$ cat src/verilog/icache_cfg_pkg.sv
package icache_cfg_pkg;

    // geometry of the cache
    localparam int unsigned WAY_NUM    = 2;
    localparam int unsigned LINE_BYTES = 32;
    localparam int unsigned SET_NUM    = 128;

    // address split: tag | index | offset
    localparam int unsigned OFFSET_W = $clog2(LINE_BYTES);
    localparam int unsigned INDEX_W  = $clog2(SET_NUM);
    localparam int unsigned TAG_W    = 32 - INDEX_W - OFFSET_W;

    // words per refill burst
    localparam int unsigned BEATS_PER_LINE = LINE_BYTES / 4;

    typedef logic [INDEX_W-1:0] index_t;
    typedef logic [TAG_W-1:0]   tag_t;

endpackage

$ cat src/verilog/icache_bus_pkg.sv
package icache_bus_pkg;

    // request from the fetch stage, pc is 8-byte aligned
    typedef struct packed {
        logic [31:0] pc;
        logic [1:0]  mask;
    } fetch_req_t;

    // instruction pair to the decoder, insts[0] is the low word
    typedef struct packed {
        logic [31:0]      pc;
        logic [1:0]       mask;
        logic [1:0][31:0] insts;
    } decode_pkt_t;

    typedef struct packed {
        logic                 v;
        icache_cfg_pkg::tag_t tag;
    } tag_entry_t;

    // index-invalidate form, way sits in bit 0 and index in [11:5]
    typedef struct packed {
        logic [31-icache_cfg_pkg::INDEX_W-5:0] hi;
        icache_cfg_pkg::index_t                index;
        logic [3:0]                            pad;
        logic                                  way;
    } cacop_index_t;

    // ops 0/1 read index_view, op 2 reads va
    typedef union packed {
        cacop_index_t index_view;
        logic [31:0]  va;
    } cacop_addr_u;

    typedef struct packed {
        logic [1:0]  op;
        cacop_addr_u addr;
    } cacop_req_t;

    typedef struct packed {
        logic       en;
        logic [2:0] vseg;
        logic [2:0] pseg;
        logic       cached;
    } window_csr_t;

    typedef struct packed {
        logic [31:0] pa;
        logic        uncached;
    } xlate_t;

endpackage

$ cat src/verilog/addr_window.sv
`timescale 1ns/1ps

module addr_window (
    input  logic                        clk,
    input  logic                        rst_n,
    input  logic                        en_i,
    input  logic [31:0]                 va_i,
    input  icache_bus_pkg::window_csr_t csr_i,
    output icache_bus_pkg::xlate_t      xlate_o
);

    import icache_bus_pkg::*;

    xlate_t xlate_d;
    logic   in_window;

    // top segment swap, everything outside the window is cached
    always_comb begin
        in_window        = csr_i.en && (va_i[31:29] == csr_i.vseg);
        xlate_d.pa       = in_window ? {csr_i.pseg, va_i[28:0]} : va_i;
        xlate_d.uncached = in_window && !csr_i.cached;
    end

    always_ff @(posedge clk) begin
        if (!rst_n) begin
            xlate_o <= '0;
        end else if (en_i) begin
            xlate_o <= xlate_d;
        end
    end

endmodule

$ cat config.mk
export PLATFORM = sky130hd
export DESIGN_NAME = addr_window
export DESIGN_NICKNAME = d
export VERILOG_FILES = /design/src/verilog/icache_cfg_pkg.sv /design/src/verilog/icache_bus_pkg.sv /design/src/verilog/addr_window.sv
export SDC_FILE = /design/constraint.sdc
export NUM_CORES = 1
export LEC_CHECK = 0
export BUFFER_PORTS_ARGS = -buffer_cell sky130_fd_sc_hd__buf_2
export CAP_MARGIN = 20
export CELL_PAD_IN_SITES_DETAIL_PLACEMENT = 1
export CELL_PAD_IN_SITES_GLOBAL_PLACEMENT = 1
export CORE_MARGIN = 3
export CORE_UTILIZATION = 28
export CTS_CLUSTER_DIAMETER = 200
export DETAILED_ROUTE_END_ITERATION = 12
export GPL_ROUTABILITY_DRIVEN = 0
export GPL_TIMING_DRIVEN = 0
export PLACE_DENSITY = 0.7
export SLEW_MARGIN = 25
export SYNTH_ARGS = -nofsm -noshare
export SYNTH_HDL_FRONTEND = slang
export SYNTH_SLANG_ARGS = --single-unit
$ cat constraint.sdc
create_clock -name clk -period 0.96 [get_ports clk]
set_input_delay 0.192 -clock clk [delete_from_list [all_inputs] [get_ports clk]]
set_output_delay 0.192 -clock clk [all_outputs]
set_load 0.01 [all_outputs]
==> results.txt, run 1 <==
Status: finished clean
Slew HR: 76.8%
Layout area overhead: 45.8%
Detailed Route Iter0 Violations: 4
Slowest cell on crit path: dfxtp_2
Pint: 2.24 mW
Leak: 0.984 nW
Clock buffer count from CTS: 5
CTS H-Tree Depth: 2
Post-CTS Setup Bufs: 0
Core ar.: 0.00447 mm²
Longest Clk Path Bufs: 2
Port-buffer cells: 74
Setup CP Type: reg2out
Net Sw Power: 0.729 mW
Largest net degree at the start of global routing: 11
FF+latch count, synth: 33
Switch share: 24.5%
GR met1 Demand/Resource: 13.2%
Setup_tns: 0 ps
Crit path max-delay family: flip-flops
Dpl hpwl: 2.73 mm
F_max: 1080 MHz
Most frequent cells in the layout: buf_2 (64), mux2i_1 (32), nor2b_1 (30)
Iteration count of the initial detailed-routing pass: 2
Initial Util: 30.0%
M2 GR Usage: 19.9%
Critical path launch point type: register
Crit path cell chain: buf_6
Nets: 238
Synth top area cells: dfxtp_1 (49%), mux2i_1 (24%), nor2b_1 (14%)
Largest registers: xlate_o x33
Clock share of power: 32.4%
CP endpoint kind: output pin
Start point of the worst min-delay path: va_i[12]
Post-layout min period: 927 ps
CP startpoint: xlate_o[12]
Setup slack, reg-to-reg: 260 ps
Commonest non-fill, non-tap cell in the layout: buf_2
Max-cap violations: 0
Max Slew Vio Count: 0
Synth area leader: dfxtp_1
Layout cell share with drive strength beyond 1: 59.7%
Critical Path Max Stage Delay: 350 ps
Total GRT Usage: 12.0%
Final ANT Viol Nets: 0
Layer with the highest usage: met2
N_diodes: 0
Initial antenna violation count: 0
Worst path arrival time: 730 ps
Row count: 24
Final period util: 96.5%
First-pass GRT wire length: 5.08 mm
Max IR drop VDD: 778 µV
Clock sink total: 33
Syn_nets: 157
R2r endpoint: xlate_o[0]
CTS tree: yes
Worst path buffer plus inverter count: 1
Worst skew pair latency: 270 ps
Hold Path Stages: 3
Max reg flops: 33
Final Skew: 0 ps
Remaining global-route overflow: 0
Chip height: 75.2 µm
WHS Endpoint: xlate_o[13]
# DRC: 0
DR WL/cell: 13.6 µm
IO Pins: 76
CTS Hold Bufs: 0
Endpoints failing setup: 0
Worst Tran Pin Value: 348 ps
Die X: 75.2 µm
Met3 usage: 4.54%
Clock Root Buffer: clkbuf_8
Die area: 0.00566 mm²
Syn_area_per_cell: 11.8 µm²
Hold Crit Class: in2reg
RR Startpoint: xlate_o[0]
Vias in the first global route: 1159
Crit path max fanout: 2
Clock transition at the registers of the reported paths: 70 ps
Synth cell types: 12
Vias: 1121
Syn Inst Count: 114
Share of the synthesized area in the top cell type: 49.3%
Combinational Power Share: 16.7%
Pwr/cell area: 1520 mW/mm²
Worst R2R Path Depth: 2
Reg power frac: 50.9%
Ys Warns: 0
Biggest register: xlate_o
Routed WL: 3.36 mm
Vias per inst: 4.52
Fin. Hold Viols: 0
Register area share after synthesis: 49.3%
Pwr Total: 2.97 mW
Cell area after synthesis: 0.00134 mm²
Worst Path Required: 770 ps
kinds of logic after synthesis:
| group | Yosys count | synth area share (%) |
|---|---|---|
| AO/OA/AOI/OAI | 7 | 2.80 |
| multiplexers | 32 | 23.9 |
| flip-flops | 33 | 49.3 |
| XOR/XNOR | 3 | 3.64 |
| AND/OR/NAND/NOR | 32 | 16.5 |
| buffers and inverters | 7 | 3.92 |
through the flow:
step / hold WS [ps] / setup slack, ps / utilization [%] / cell area, µm² / instances
detailed placement: 460 / -137 / 39.7 / 1780 / 240
floorplan: 320 / 43.8 / - / 1340 / 114
finish: 174 / 33.2 / 43.7 / 1960 / 248
global placement: 450 / -94.2 / 39.7 / 1780 / 240
global route: 175 / -0.116 / 43.7 / 1960 / 248
CTS: 168 / 0.0487 / 41.7 / 1870 / 248
power by group through the flow:
stage               clock network, mW  registers [mW]  logic [mW]
floorplan                           0            1.56       0.219
global placement                    0            1.52       0.459
detailed placement                  0            1.52       0.477
CTS                              1.01            1.50       0.478
global route                     1.08            1.52       0.543
finish                          0.963            1.51       0.495
repair_timing:
item,4_1_cts,5_1_grt
pin swaps,0,0
endpoints found under the setup margin,6,25
resized for setup,6,31
cells in the mapped netlist, drive strengths merged:
cell     n
dfxtp   33
mux2i   32
nor2b   30
buf      4
a21oi    3
clkbuf   3
o21ai    3
xnor2    3
nand4    1
nor3b    1
o21a     1
tightest hold or removal path: stages:
cell and delay [ps]:
buf_2 70, mux2i_1 60, nor2b_1 90
metal layers:
metal	share of wire, %	wire length, µm	up-vias
met4	1.5	52	0
li1	-	-	542
met2	47	1580	57
met5	0	0	-
met1	40	1340	515
met3	12	391	7
worst max path at each step:
stage	to	slack, ps	cells after the start
final	xlate_o[12]	30	1
after global routing	xlate_o[27]	-0.1	1
after CTS	xlate_o[28]	0.05	1
after detailed placement	xlate_o[32]	-140	5
after global placement	xlate_o[30]	-90	5
after floorplan	xlate_o[0]	40	4
cell type report:
| cell class | instances | area, µm² |
|---|---|---|
| Multi-Input combinational cell | 74 | 628 |
| Buffer | 7 | 52.6 |
| Tap cell | 52 | 65.1 |
| Fill cell | 523 | 2520 |
| Clock buffer | 6 | 72.6 |
| Clock inverter | 2 | 10.0 |
| Timing Repair Buffer | 74 | 433 |
| Sequential cell | 33 | 694 |
No activity file was read; power rests on OpenSTA's default activity.
==> inputs of run 2 (changes only) <==
==> constraint.sdc (replaced) <==
create_clock -name clk -period 0.96 [get_ports clk]
set_input_delay 0.048 -clock clk [delete_from_list [all_inputs] [get_ports clk]]
set_output_delay 0.048 -clock clk [all_outputs]
set_load 0.01 [all_outputs]
==> results.txt, run 2 (same netlist as run 1, synthesis figures left out) <==
Wire length on met2: 1.54 mm (was 1.58 mm)
Initial Util: 30.0% (unchanged)
Crit path cell chain: buf_2 (was buf_6)
Longest Clk Path Bufs: 2 (unchanged)
Start point of the worst min-delay path: va_i[10] (was va_i[12])
Fill cell count: 546 (was 523)
Core ar.: 0.00447 mm² (unchanged)
Pwr/cell area: 1570 mW/mm² (was 1520 mW/mm²)
Met1 Wirelength: 1.34 mm (about the same)
RSZ-0062 raised after global routing: no
Critical Path Max Stage Delay: 350 ps (about the same)
N_diodes: 0 (unchanged)
Final ANT Viol Nets: 0 (unchanged)
Clock share of power: 33.0% (was 32.4%)
Endpoints failing setup: 0 (unchanged)
Post-CTS Setup Bufs: 0 (unchanged)
CP endpoint kind: output pin (unchanged)
Area taken by multi-input logic gates: 628 µm² (unchanged)
Met3 WL post-DR: 378 µm (was 391 µm)
# DRC: 0 (unchanged)
Crit path max-delay family: flip-flops (unchanged)
Reg power frac: 51.1% (was 50.9%)
CP startpoint: xlate_o[28] (was xlate_o[12])
Die area: 0.00566 mm² (unchanged)
Clock transition at the registers of the reported paths: 70 ps (about the same)
Worst Path Required: 910 ps (was 770 ps)
Most frequent cells in the layout: buf_2 (74), dfxtp_1 (33), mux2i_1 (32) (was buf_2 (64), mux2i_1 (32), nor2b_1 (30))
Port-buffer cells: 74 (unchanged)
Final Skew: 0 ps (unchanged)
Leak: 0.964 nW (was 0.984 nW)
Net Sw Power: 0.722 mW (was 0.729 mW)
RR Startpoint: xlate_o[0] (unchanged)
Worst path arrival time: 760 ps (was 730 ps)
Biggest register: xlate_o (unchanged)
Clock buffer count from CTS: 5 (unchanged)
Nets: 238 (unchanged)
Vias: 1110 (was 1121)
Place WS: 7.29 ps (was -137 ps)
Die X: 75.2 µm (unchanged)
CTS tree: yes (unchanged)
Critical path launch point type: register (unchanged)
Commonest non-fill, non-tap cell in the layout: buf_2 (unchanged)
Layout area overhead: 38.6% (was 45.8%)
First-pass GRT wire length: 5.08 mm (unchanged)
Clock Root Buffer: clkbuf_8 (unchanged)
Cell Area, Placed: 0.00178 mm² (unchanged)
Max Slew Vio Count: 0 (unchanged)
Switch share: 24.7% (was 24.5%)
F_max: 1240 MHz (was 1080 MHz)
Max IR drop VDD: 766 µV (was 778 µV)
Largest registers: xlate_o x33 (unchanged)
Initial antenna violation count: 0 (unchanged)
Row count: 24 (unchanged)
Dpl hpwl: 2.73 mm (unchanged)
IO Pins: 76 (unchanged)
Post-CTS Resized: 0 (was 6)
Layout cell share with drive strength beyond 1: 45.9% (was 59.7%)
Slew HR: 76.8% (about the same)
Vias in the first global route: 1159 (unchanged)
Iteration count of the initial detailed-routing pass: 2 (unchanged)
Remaining global-route overflow: 0 (unchanged)
Post-layout min period: 809 ps (was 927 ps)
PnR worst setup slack: 151 ps (was 33.2 ps)
Total GRT Usage: 12.0% (unchanged)
Pint: 2.20 mW (was 2.24 mW)
CTS H-Tree Depth: 2 (unchanged)
DR WL/cell: 13.4 µm (was 13.6 µm)
Fin. Hold Viols: 0 (unchanged)
Worst Tran Pin Value: 348 ps (about the same)
Max reg flops: 33 (unchanged)
Crit path max fanout: 2 (unchanged)
Max-cap violations: 0 (unchanged)
Setup CP Type: reg2out (unchanged)
Register area: 661 µm² (was 694 µm²)
Slowest cell on crit path: dfxtp_1 (was dfxtp_2)
Status: finished clean (unchanged)
Uppermost layer routed: met4 (unchanged)
Post-route design area: 0.00186 mm² (was 0.00196 mm²)
Clock sink total: 33 (unchanged)
Worst path buffer plus inverter count: 1 (unchanged)
Chip height: 75.2 µm (unchanged)
Setup_tns: 0 ps (unchanged)
Combinational Power Share: 16.0% (was 16.7%)
Vias per inst: 4.48 (was 4.52)
Final period util: 84.2% (was 96.5%)
CTS Hold Bufs: 0 (unchanged)
Largest net degree at the start of global routing: 11 (unchanged)
Worst skew pair latency: 270 ps (about the same)
Routed WL: 3.31 mm (was 3.36 mm)
Detailed Route Iter0 Violations: 12 (was 4)
Hold Crit Class: in2reg (unchanged)
-- run 2: cell types whose count changed in the layout (fill, tap and decap cells not counted) --
cell     before  now
buf_2        64   74
buf_6        13    3
dfxtp_1       6   33
dfxtp_2      27    0
-- run 2: routing by layer --
metal	track usage, %	up-vias
li1	-	542
met1	13.2	504
met2	19.9	57
met3	4.54	7
met4	6.41	0
met5	0	-
-- run 2: path summary, 6_finish.rpt --
check                                    to  depth (start not counted)  slack (ps)
worst max-delay path            xlate_o[28]                          1         150
worst min register to register  xlate_o[20]                          2         510
worst min-delay path            xlate_o[11]                          3          30
worst max register to register   xlate_o[0]                          2         270
-- run 2: per-stage QoR --
stage                     utilization [%]  std cells  hold WS [ps]  power (mW)
after CTS                            41.6        248          24.3        2.98
final                                41.6        248          28.2        2.92
after global routing                 41.6        248          29.3        3.09
after global placement               39.7        240           306        1.98
after floorplan                         -        114           176        1.78
after detailed placement             39.7        240           316        2.00
-- run 2: power by group through the flow --
| stage | combinational (mW) | sequential, mW | clock [mW] |
|---|---|---|---|
| finish | 0.466 | 1.49 | 0.964 |
| global route | 0.514 | 1.50 | 1.08 |
| CTS | 0.477 | 1.49 | 1.01 |
| detailed placement | 0.477 | 1.52 | 0 |
| global placement | 0.459 | 1.52 | 0 |
| floorplan | 0.219 | 1.56 | 0 |
-- run 2: final cells by class --
class	instances	area share, %
Clock buffer	6	3.90
Timing Repair Buffer	74	19.9
Buffer	7	2.83
Multi-Input combinational cell	74	33.8
Sequential cell	33	35.5
Clock inverter	2	0.538
Tap cell	52	3.50
-- run 2: worst min-delay path, stage by stage --
cell and delay, ps:
buf_2 70, mux2i_1 50, nor2b_1 90
