### src/verilog/icache_cfg_pkg.sv
package icache_cfg_pkg;

    // geometry of the cache
    localparam int unsigned WAY_NUM    = 2;
    localparam int unsigned LINE_BYTES = 32;
    localparam int unsigned SET_NUM    = 128;

    // address split: tag | index | offset
    localparam int unsigned OFFSET_W = $clog2(LINE_BYTES);
    localparam int unsigned INDEX_W  = $clog2(SET_NUM);
    localparam int unsigned TAG_W    = 32 - INDEX_W - OFFSET_W;

    // words per refill burst
    localparam int unsigned BEATS_PER_LINE = LINE_BYTES / 4;

    typedef logic [INDEX_W-1:0] index_t;
    typedef logic [TAG_W-1:0]   tag_t;

endpackage

### src/verilog/icache_bus_pkg.sv
package icache_bus_pkg;

    // request from the fetch stage, pc is 8-byte aligned
    typedef struct packed {
        logic [31:0] pc;
        logic [1:0]  mask;
    } fetch_req_t;

    // instruction pair to the decoder, insts[0] is the low word
    typedef struct packed {
        logic [31:0]      pc;
        logic [1:0]       mask;
        logic [1:0][31:0] insts;
    } decode_pkt_t;

    typedef struct packed {
        logic                 v;
        icache_cfg_pkg::tag_t tag;
    } tag_entry_t;

    // index-invalidate form, way sits in bit 0 and index in [11:5]
    typedef struct packed {
        logic [31-icache_cfg_pkg::INDEX_W-5:0] hi;
        icache_cfg_pkg::index_t                index;
        logic [3:0]                            pad;
        logic                                  way;
    } cacop_index_t;

    // ops 0/1 read index_view, op 2 reads va
    typedef union packed {
        cacop_index_t index_view;
        logic [31:0]  va;
    } cacop_addr_u;

    typedef struct packed {
        logic [1:0]  op;
        cacop_addr_u addr;
    } cacop_req_t;

    typedef struct packed {
        logic       en;
        logic [2:0] vseg;
        logic [2:0] pseg;
        logic       cached;
    } window_csr_t;

    typedef struct packed {
        logic [31:0] pa;
        logic        uncached;
    } xlate_t;

endpackage

### src/verilog/icache_ctrl.sv
`timescale 1ns/1ps

module icache_ctrl #(
    parameter int unsigned WAY_NUM = 2
) (
    input  logic                                       clk,
    input  logic                                       rst_n,
    input  logic                                       flush_i,
    input  logic                                       fetch_valid_i,
    input  icache_bus_pkg::fetch_req_t                 fetch_req_i,
    output logic                                       fetch_ready_o,
    output logic                                       dec_valid_o,
    output icache_bus_pkg::decode_pkt_t                dec_pkt_o,
    output logic                                       mem_addr_valid_o,
    output logic [31:0]                                mem_addr_o,
    output logic [3:0]                                 mem_len_o,
    input  logic                                       mem_addr_ack_i,
    input  logic                                       mem_data_valid_i,
    input  logic [31:0]                                mem_data_i,
    input  logic                                       cacop_valid_i,
    input  icache_bus_pkg::cacop_req_t                 cacop_req_i,
    output logic                                       cacop_ready_o,
    output logic                                       cacop_done_o,
    output logic [31:0]                                lookup_va_o,
    output logic                                       lookup_en_o,
    input  icache_bus_pkg::xlate_t                     xlate_i,
    input  icache_bus_pkg::tag_entry_t [WAY_NUM-1:0]   tag_rd_i,
    input  logic [WAY_NUM-1:0][1:0][31:0]              data_rd_i,
    output logic [WAY_NUM-1:0]                         tag_wr_en_o,
    output logic [WAY_NUM-1:0]                         data_wr_en_o,
    output icache_cfg_pkg::index_t                     wr_index_o,
    output logic [1:0]                                 wr_word_o,
    output icache_bus_pkg::tag_entry_t                 tag_wr_o,
    output logic [1:0][31:0]                           data_wr_o,
    input  logic                                       clear_busy_i
);

    import icache_cfg_pkg::*;
    import icache_bus_pkg::*;

    typedef enum logic [2:0] {
        NORMAL,
        MISS_REQ,
        MISS_DATA,
        UNC_REQ,
        UNC_DATA,
        CACOP_CMP
    } state_e;

    state_e             state_q, state_d;
    fetch_req_t         s2_req_q;
    logic               s2_valid_q;
    logic [SET_NUM-1:0] repl_q;
    logic [2:0]         beat_q;
    logic [31:0]        lo_word_q;
    logic [1:0][31:0]   hold_q;
    logic               unc_resp_q;
    logic               done_q;

    logic [WAY_NUM-1:0] hit;
    logic [WAY_NUM-1:0] victim;
    logic [1:0][31:0]   hit_data;
    index_t             line_index;
    logic               s2_live, s2_hit, s2_miss;
    logic               idle, fetch_acc, cacop_acc, cop_hit_inv;
    logic               beat, last_beat, pair_wr, pair_match;

    // tag compare, shared by fetch lookup and hit-invalidate
    always_comb begin
        hit_data = '0;
        for (int w = 0; w < WAY_NUM; w++) begin
            hit[w] = tag_rd_i[w].v && (tag_rd_i[w].tag == xlate_i.pa[31 -: TAG_W]);
            if (hit[w]) begin
                hit_data = data_rd_i[w];
            end
        end
    end

    // index bits are untouched by the window, so pa and va agree here
    assign line_index = xlate_i.pa[OFFSET_W +: INDEX_W];

    always_comb begin
        victim                     = '0;
        victim[repl_q[line_index]] = 1'b1;
    end

    assign s2_live = s2_valid_q && !flush_i && (state_q == NORMAL);
    assign s2_hit  = s2_live && !xlate_i.uncached && (|hit);
    assign s2_miss = s2_live && (xlate_i.uncached || !(|hit));

    // maintenance wins over fetch in the same cycle
    assign idle          = (state_q == NORMAL) && !clear_busy_i && !s2_miss;
    assign cacop_ready_o = idle;
    assign fetch_ready_o = idle && !cacop_valid_i;
    assign fetch_acc     = fetch_valid_i && fetch_ready_o;
    assign cacop_acc     = cacop_valid_i && idle;
    assign cop_hit_inv   = cacop_acc && (cacop_req_i.op == 2'd2);
    assign cacop_done_o  = done_q;

    assign lookup_va_o = cacop_acc ? cacop_req_i.addr.va : fetch_req_i.pc;
    assign lookup_en_o = fetch_acc || cop_hit_inv;

    // xlate_i and s2 hold still until the transfer ends
    assign mem_addr_valid_o = s2_miss || (state_q == MISS_REQ) || (state_q == UNC_REQ);
    assign mem_addr_o = xlate_i.uncached ?
                        {xlate_i.pa[31:3], s2_req_q.mask == 2'b10, 2'b00} :
                        {xlate_i.pa[31:OFFSET_W], {OFFSET_W{1'b0}}};
    assign mem_len_o  = !xlate_i.uncached ? 4'(BEATS_PER_LINE) :
                        (s2_req_q.mask == 2'b11) ? 4'd2 : 4'd1;

    assign beat       = mem_data_valid_i && ((state_q == MISS_DATA) || (state_q == UNC_DATA));
    assign last_beat  = beat && ({1'b0, beat_q} == mem_len_o - 4'd1);
    assign pair_wr    = beat && beat_q[0] && (state_q == MISS_DATA);
    assign pair_match = pair_wr && (beat_q[2:1] == s2_req_q.pc[OFFSET_W-1:3]);

    // RAM write port: refill pairs, refill tag, invalidates
    always_comb begin
        wr_index_o   = line_index;
        wr_word_o    = beat_q[2:1];
        data_wr_o    = {mem_data_i, lo_word_q};
        tag_wr_o     = '0;
        tag_wr_en_o  = '0;
        data_wr_en_o = pair_wr ? victim : '0;
        if ((state_q == MISS_DATA) && last_beat) begin
            tag_wr_o.v   = 1'b1;
            tag_wr_o.tag = xlate_i.pa[31 -: TAG_W];
            tag_wr_en_o  = victim;
        end
        if (cacop_acc && !cop_hit_inv) begin
            wr_index_o = cacop_req_i.addr.index_view.index;
            tag_wr_en_o[cacop_req_i.addr.index_view.way] = 1'b1;
        end
        if (state_q == CACOP_CMP) begin
            tag_wr_en_o = hit;
        end
    end

    always_comb begin
        dec_pkt_o.pc    = s2_req_q.pc;
        dec_pkt_o.mask  = s2_req_q.mask;
        dec_pkt_o.insts = unc_resp_q ? hold_q : hit_data;
        dec_valid_o     = s2_hit || (unc_resp_q && !flush_i);
        if (state_q == MISS_DATA) begin
            // the wanted pair may be the one arriving right now
            dec_pkt_o.insts = pair_match ? {mem_data_i, lo_word_q} : hold_q;
            dec_valid_o     = last_beat && s2_valid_q && !flush_i;
        end
    end

    always_comb begin
        state_d = state_q;
        case (state_q)
            NORMAL: begin
                if (s2_miss) begin
                    if (xlate_i.uncached) begin
                        state_d = mem_addr_ack_i ? UNC_DATA : UNC_REQ;
                    end else begin
                        state_d = mem_addr_ack_i ? MISS_DATA : MISS_REQ;
                    end
                end else if (cop_hit_inv) begin
                    state_d = CACOP_CMP;
                end
            end
            MISS_REQ: begin
                if (mem_addr_ack_i) begin
                    state_d = MISS_DATA;
                end
            end
            UNC_REQ: begin
                if (mem_addr_ack_i) begin
                    state_d = UNC_DATA;
                end
            end
            MISS_DATA, UNC_DATA: begin
                if (last_beat) begin
                    state_d = NORMAL;
                end
            end
            default: begin
                state_d = NORMAL;
            end
        endcase
    end

    always_ff @(posedge clk) begin
        if (!rst_n) begin
            state_q    <= NORMAL;
            s2_valid_q <= 1'b0;
            repl_q     <= '0;
            beat_q     <= '0;
            unc_resp_q <= 1'b0;
            done_q     <= 1'b0;
        end else begin
            state_q    <= state_d;
            unc_resp_q <= (state_q == UNC_DATA) && last_beat && s2_valid_q && !flush_i;
            done_q     <= (cacop_acc && !cop_hit_inv) || (state_q == CACOP_CMP);
            // a missing request stays in s2 until its data is back
            if (flush_i || last_beat) begin
                s2_valid_q <= 1'b0;
            end else if ((state_q == NORMAL) && !s2_miss) begin
                s2_valid_q <= fetch_acc;
            end
            if (state_q == NORMAL) begin
                beat_q <= '0;
            end else if (beat) begin
                beat_q <= beat_q + 1'b1;
            end
            if ((state_q == MISS_DATA) && last_beat) begin
                repl_q[line_index] <= ~repl_q[line_index];
            end
        end
    end

    always_ff @(posedge clk) begin
        if (fetch_acc) begin
            s2_req_q <= fetch_req_i;
        end
        if (beat && !beat_q[0]) begin
            lo_word_q <= mem_data_i;
        end
        if (pair_match) begin
            hold_q <= {mem_data_i, lo_word_q};
        end else if (beat && (state_q == UNC_DATA)) begin
            // a lone high word lands in slot 1
            hold_q[beat_q[0] | (s2_req_q.mask == 2'b10)] <= mem_data_i;
        end
    end

endmodule

### config.mk
export PLATFORM = sky130hd
export DESIGN_NAME = icache_ctrl
export DESIGN_NICKNAME = d
export VERILOG_FILES = /design/src/verilog/icache_cfg_pkg.sv /design/src/verilog/icache_bus_pkg.sv /design/src/verilog/icache_ctrl.sv
export SDC_FILE = /design/constraint.sdc
export NUM_CORES = 1
export LEC_CHECK = 0
export ABC_AREA = 0
export ABC_CLOCK_PERIOD_IN_PS = 4470
export BUFFER_PORTS_ARGS = -buffer_cell sky130_fd_sc_hd__buf_2
export CORE_AREA = 8 8 220 222
export CTS_CLUSTER_SIZE = 8
export DETAILED_ROUTE_END_ITERATION = 10
export DIE_AREA = 0 0 228 230
export GPL_TIMING_DRIVEN = 0
export REMOVE_ABC_BUFFERS = 1
export SLEW_MARGIN = 20
export SYNTH_ARGS = -nofsm -noshare
export SYNTH_HDL_FRONTEND = slang
export SYNTH_SLANG_ARGS = --single-unit
### constraint.sdc
create_clock -name clk -period 4.47 [get_ports clk]
set_input_delay 0.447 -clock clk [delete_from_list [all_inputs] [get_ports clk]]
set_output_delay 0.447 -clock clk [all_outputs]
set_load 0.02 [all_outputs]
==> metrics.log <==
INFO  metric wl = about 67000 µm
INFO  metric finalSetupViolCount = 0
INFO  metric crit_type = input pin to primary output
INFO  metric synthFlopType = sky130_fd_sc_hd__dfxtp_1
INFO  metric crit_path_end_kind = primary output
INFO  metric worst_ep_arrival_time = 3850 ps
INFO  metric synth-compound-area-share = around 24%
INFO  metric grt_most_used_layer = met2
INFO  metric clkSinkCount = between 200 and 300
INFO  metric worst_clock_skew = roughly 26 ps
INFO  metric cap_violations = 0
INFO  metric period_minus_slack = 4300 ps
INFO  metric synth_mux_area_share = around 6%
INFO  metric vdd.ir_drop.worst = ~210 µV
INFO  metric power.total = roughly 6.5 mW
INFO  metric netlist.area_leader.share = a little over a quarter
INFO  metric yosys-top-cells-area = sky130_fd_sc_hd__edfxtp_1, sky130_fd_sc_hd__dfxtp_1, sky130_fd_sc_hd__o41ai_1
INFO  metric timing.hold.worst_endpoint = dec_pkt_o[77]
INFO  metric worst_r2r_path_depth = 10
INFO  metric hold_path_class = input pin to register
INFO  metric seq_area_frac_synth = a little under half
INFO  metric synthCells = roughly 1500
INFO  metric cts_hold_buffers = 0
INFO  metric async_reset_ff_share = 0%
INFO  metric cellPowerDensity = around 340 mW/mm²
INFO  metric r2r_slack = between 600 and 700 ps
INFO  metric route.detailed.wl_per_inst = roughly 26 µm
INFO  metric critical_path.startpoint_type = input pin
INFO  metric synth_seq_cells = roughly 270
INFO  metric std_cell_rows = 78
INFO  metric groute.layer.met2.usage = 39.9%
INFO  metric tns = 0 ps
INFO  metric worstPathCellList = buf_2, xnor2_1, nand2_1, or4b_2, nor4_2, nor2b_4, buf_12, buf_12, a22oi_1, o21ai_0, buf_2
INFO  metric clkSlewWorstSetupHoldPaths = 50 ps
INFO  metric final_layout_size_suffix_gt1_share = between 30 and 40%
INFO  metric layout_worst_path_cycle_share = between 90% and 100%
INFO  metric fin_area = between 0.015 and 0.02 mm²
INFO  metric die-width = 228 µm
INFO  metric globalRoute.totalOverflow = 0
INFO  metric place.gp.congestion = ~0.95
INFO  metric total_clock_buffers_created_by_cts = 39
INFO  metric combinational_family_with_the_most_area_after_synthesis = compound AO/OA/AOI/OAI gates
INFO  metric post_synth_and_or_nand_nor_area_fraction = ~14%
INFO  metric fp.dieArea = approximately 0.052 mm²
INFO  metric power.static_leakage = approximately 7.4 nW
INFO  metric path_max_fanout = 40
INFO  metric clock_path_buffers = 3
INFO  metric dp_hpwl = around 50000 µm
INFO  metric avgViaCountPerCell = 5.71
INFO  metric regToRegEndpoint = repl_q[86]
INFO  metric required = between 4000 and 5000 ps
INFO  metric finalNetCount = 2230
INFO  metric detail_route.iter0.violations = 1532
INFO  metric timing.max_slew.rel_slack = 25.2%
INFO  metric worstReg2RegStart = state_q[2]
INFO  metric syn_avg_cell_area = between 9 and 10 µm²
INFO  metric dp.cells = around 2500
INFO  metric io_pins = between 500 and 600
INFO  metric slew_viol_final = 0
INFO  metric cts_tree = built
INFO  metric synth_fa_ha_area_share = 0.171%
INFO  metric maximum_number_of_pins_on_one_net_before_global_route_repair = 79
INFO  metric port_bufs = roughly 570
INFO  metric synth-edff-count = between 100 and 150
INFO  metric final_hold_violating_endpoints = 0
INFO  metric grt.met1_usage = 28.9%
INFO  metric maxClockFrequency = approximately 0.23 GHz
INFO  metric globalRouteTotalUtil = 23.6%
INFO  metric first_pass_grt_wire_length = approximately 96000 µm
INFO  metric clk-insertion-delay-late = roughly 540 ps
INFO  metric grt_antenna_before_repair = 13
INFO  metric initial_core_util = around 33%
INFO  metric antenna_violating_nets_post_route = 0
INFO  metric core = 0.0449 mm²
INFO  metric grt_util_met3 = 5.23%
INFO  metric worst_slew_pin_slew = roughly 1100 ps
INFO  metric synth_common_cells = sky130_fd_sc_hd__dfxtp_1, sky130_fd_sc_hd__edfxtp_1, sky130_fd_sc_hd__clkbuf_1, sky130_fd_sc_hd__nand2_1, sky130_fd_sc_hd__nand3_1
INFO  metric final_cell_count_no_fill = ~2500
INFO  metric drt_first_pass_iters = 5
INFO  metric grt_setup_unrepaired = no
INFO  metric vias = about 15000
INFO  metric area.growth.synth_to_final = 30.2%
INFO  metric worst_hold_depth = 1
INFO  metric grt_pass1_vias = 14396
INFO  metric ys_types = ~70
INFO  metric cts_root_buf = sky130_fd_sc_hd__clkbuf_16
INFO  metric timing.critical_path.slowest_cell_delay = ~640 ps
INFO  metric remaining_drc_errors = 0
INFO  metric cts.htree.levels = 2
INFO  metric slowest_library_cell_on_the_worst_path = sky130_fd_sc_hd__or4b_2
INFO  metric post_synth_xor_area_fraction = between 2 and 3%
INFO  metric yosys.area.top_type = sky130_fd_sc_hd__edfxtp_1
INFO  metric num-fill-cells = around 4400
INFO  metric yosys_warnings = 0
INFO  metric synth.most_common_cell = sky130_fd_sc_hd__dfxtp_1
INFO  metric run_status = finished clean
INFO  metric hold_path.startpoint = fetch_req_i[13]
INFO  metric mappedNetlistArea = about 0.015 mm²
INFO  metric post_dp_cell_area = about 0.018 mm²
INFO  metric die-height = between 200 and 250 µm
-- final cells by class --
cell class              instances  area (µm²)  share of cell area, %
clock buffers                  54        1080                   5.69
multi-input cells             991        7000                   36.7
repair buffers                607        3500                   18.4
diodes                          9        22.5                  0.118
inverters                      11        50.0                  0.263
flip-flops and latches        267        6650                   34.9
well taps                     600         751                   3.94
-- timing repair --
action	in CTS	in global routing
pin swaps	1	1
hold endpoints to repair	0	0
setup buffers	0	2
resized for setup	8	1
cloned	0	1
setup endpoints to repair	3	4
-- where the power goes --
part	internal, mW	switching (mW)	leakage, nW
Sequential	2.62	0.0274	2.29
Clock	1.66	1.05	0.527
Combinational	0.391	0.743	4.63
Total	4.67	1.83	7.45
-- state kept, by name, summed over array words and instances (netlist names) --
| signal | flops |
|---|---|
| s2_valid_q | 1 |
| lo_word_q | 32 |
| hold_q | 64 |
| dec_pkt_o | 34 |
| unc_resp_q | 1 |
| cacop_done_o | 1 |
| state_q | 3 |
| repl_q | 128 |
| beat_q | 3 |
-- worst max-delay path, delay by kind of cell --
family | cells | cell delay (ps)
compound gates | 2 | 730
xor+xnor | 1 | 260
buf+inv | 4 | 850
simple gates | 4 | 1540
-- worst max path at each step --
stage | start | cells after the start | end | slack (ps)
global route | xlate_i[6] | 10 | tag_wr_en_o[0] | 100
CTS | xlate_i[6] | 10 | tag_wr_en_o[0] | 40
global placement | dec_pkt_o[64] | 3 | hold_q[55] | -5230
detailed placement | xlate_i[6] | 10 | tag_wr_en_o[0] | -690
floorplan | dec_pkt_o[64] | 3 | hold_q[32] | -570
finish | xlate_i[16] | 11 | dec_pkt_o[35] | 170
-- cell families after synthesis --
group,Yosys count
AOI/OAI and AO/OA,460
and+or+nand+nor,406
DFF,267
buffers and inverters,213
muxes,72
xor gates and xnor gates,47
adders and majority gates,2
other,1
-- placed cells by master (no fill, tap or decap), drive strengths merged, types with 34 or more instances in the layout --
cell type	synthesis	routed
buf	101	607
a221oi	57	57
o22ai	46	46
nor2b	43	43
xnor2	34	34
dfxtp	137	137
o211ai	68	68
edfxtp	130	130
o41ai	65	65
nand3	84	85
a22oi	51	51
nand2	96	96
mux2	49	49
clkbuf	101	54
o31ai	64	64
nor2	82	82
-- layer usage --
metal / part of all wire, % / wire, µm
met4: 3.8 / 2560
met3: 7.4 / 4910
met1: 40 / 26700
met5: 0.026 / 17
met2: 49 / 32400
-- metrics by stage --
| step | hold WS [ps] | utilization (%) | worst slack (ps) |
|---|---|---|---|
| CTS | 64.4 | 42.3 | 36.3 |
| global placement | 449 | 38.3 | -5230 |
| global route | 79.0 | 42.4 | 95.5 |
| floorplan | 438 | - | -566 |
| finish | 89.1 | 42.5 | 174 |
| detailed placement | 456 | 39.8 | -686 |
No activity file was read; power rests on OpenSTA's default activity.
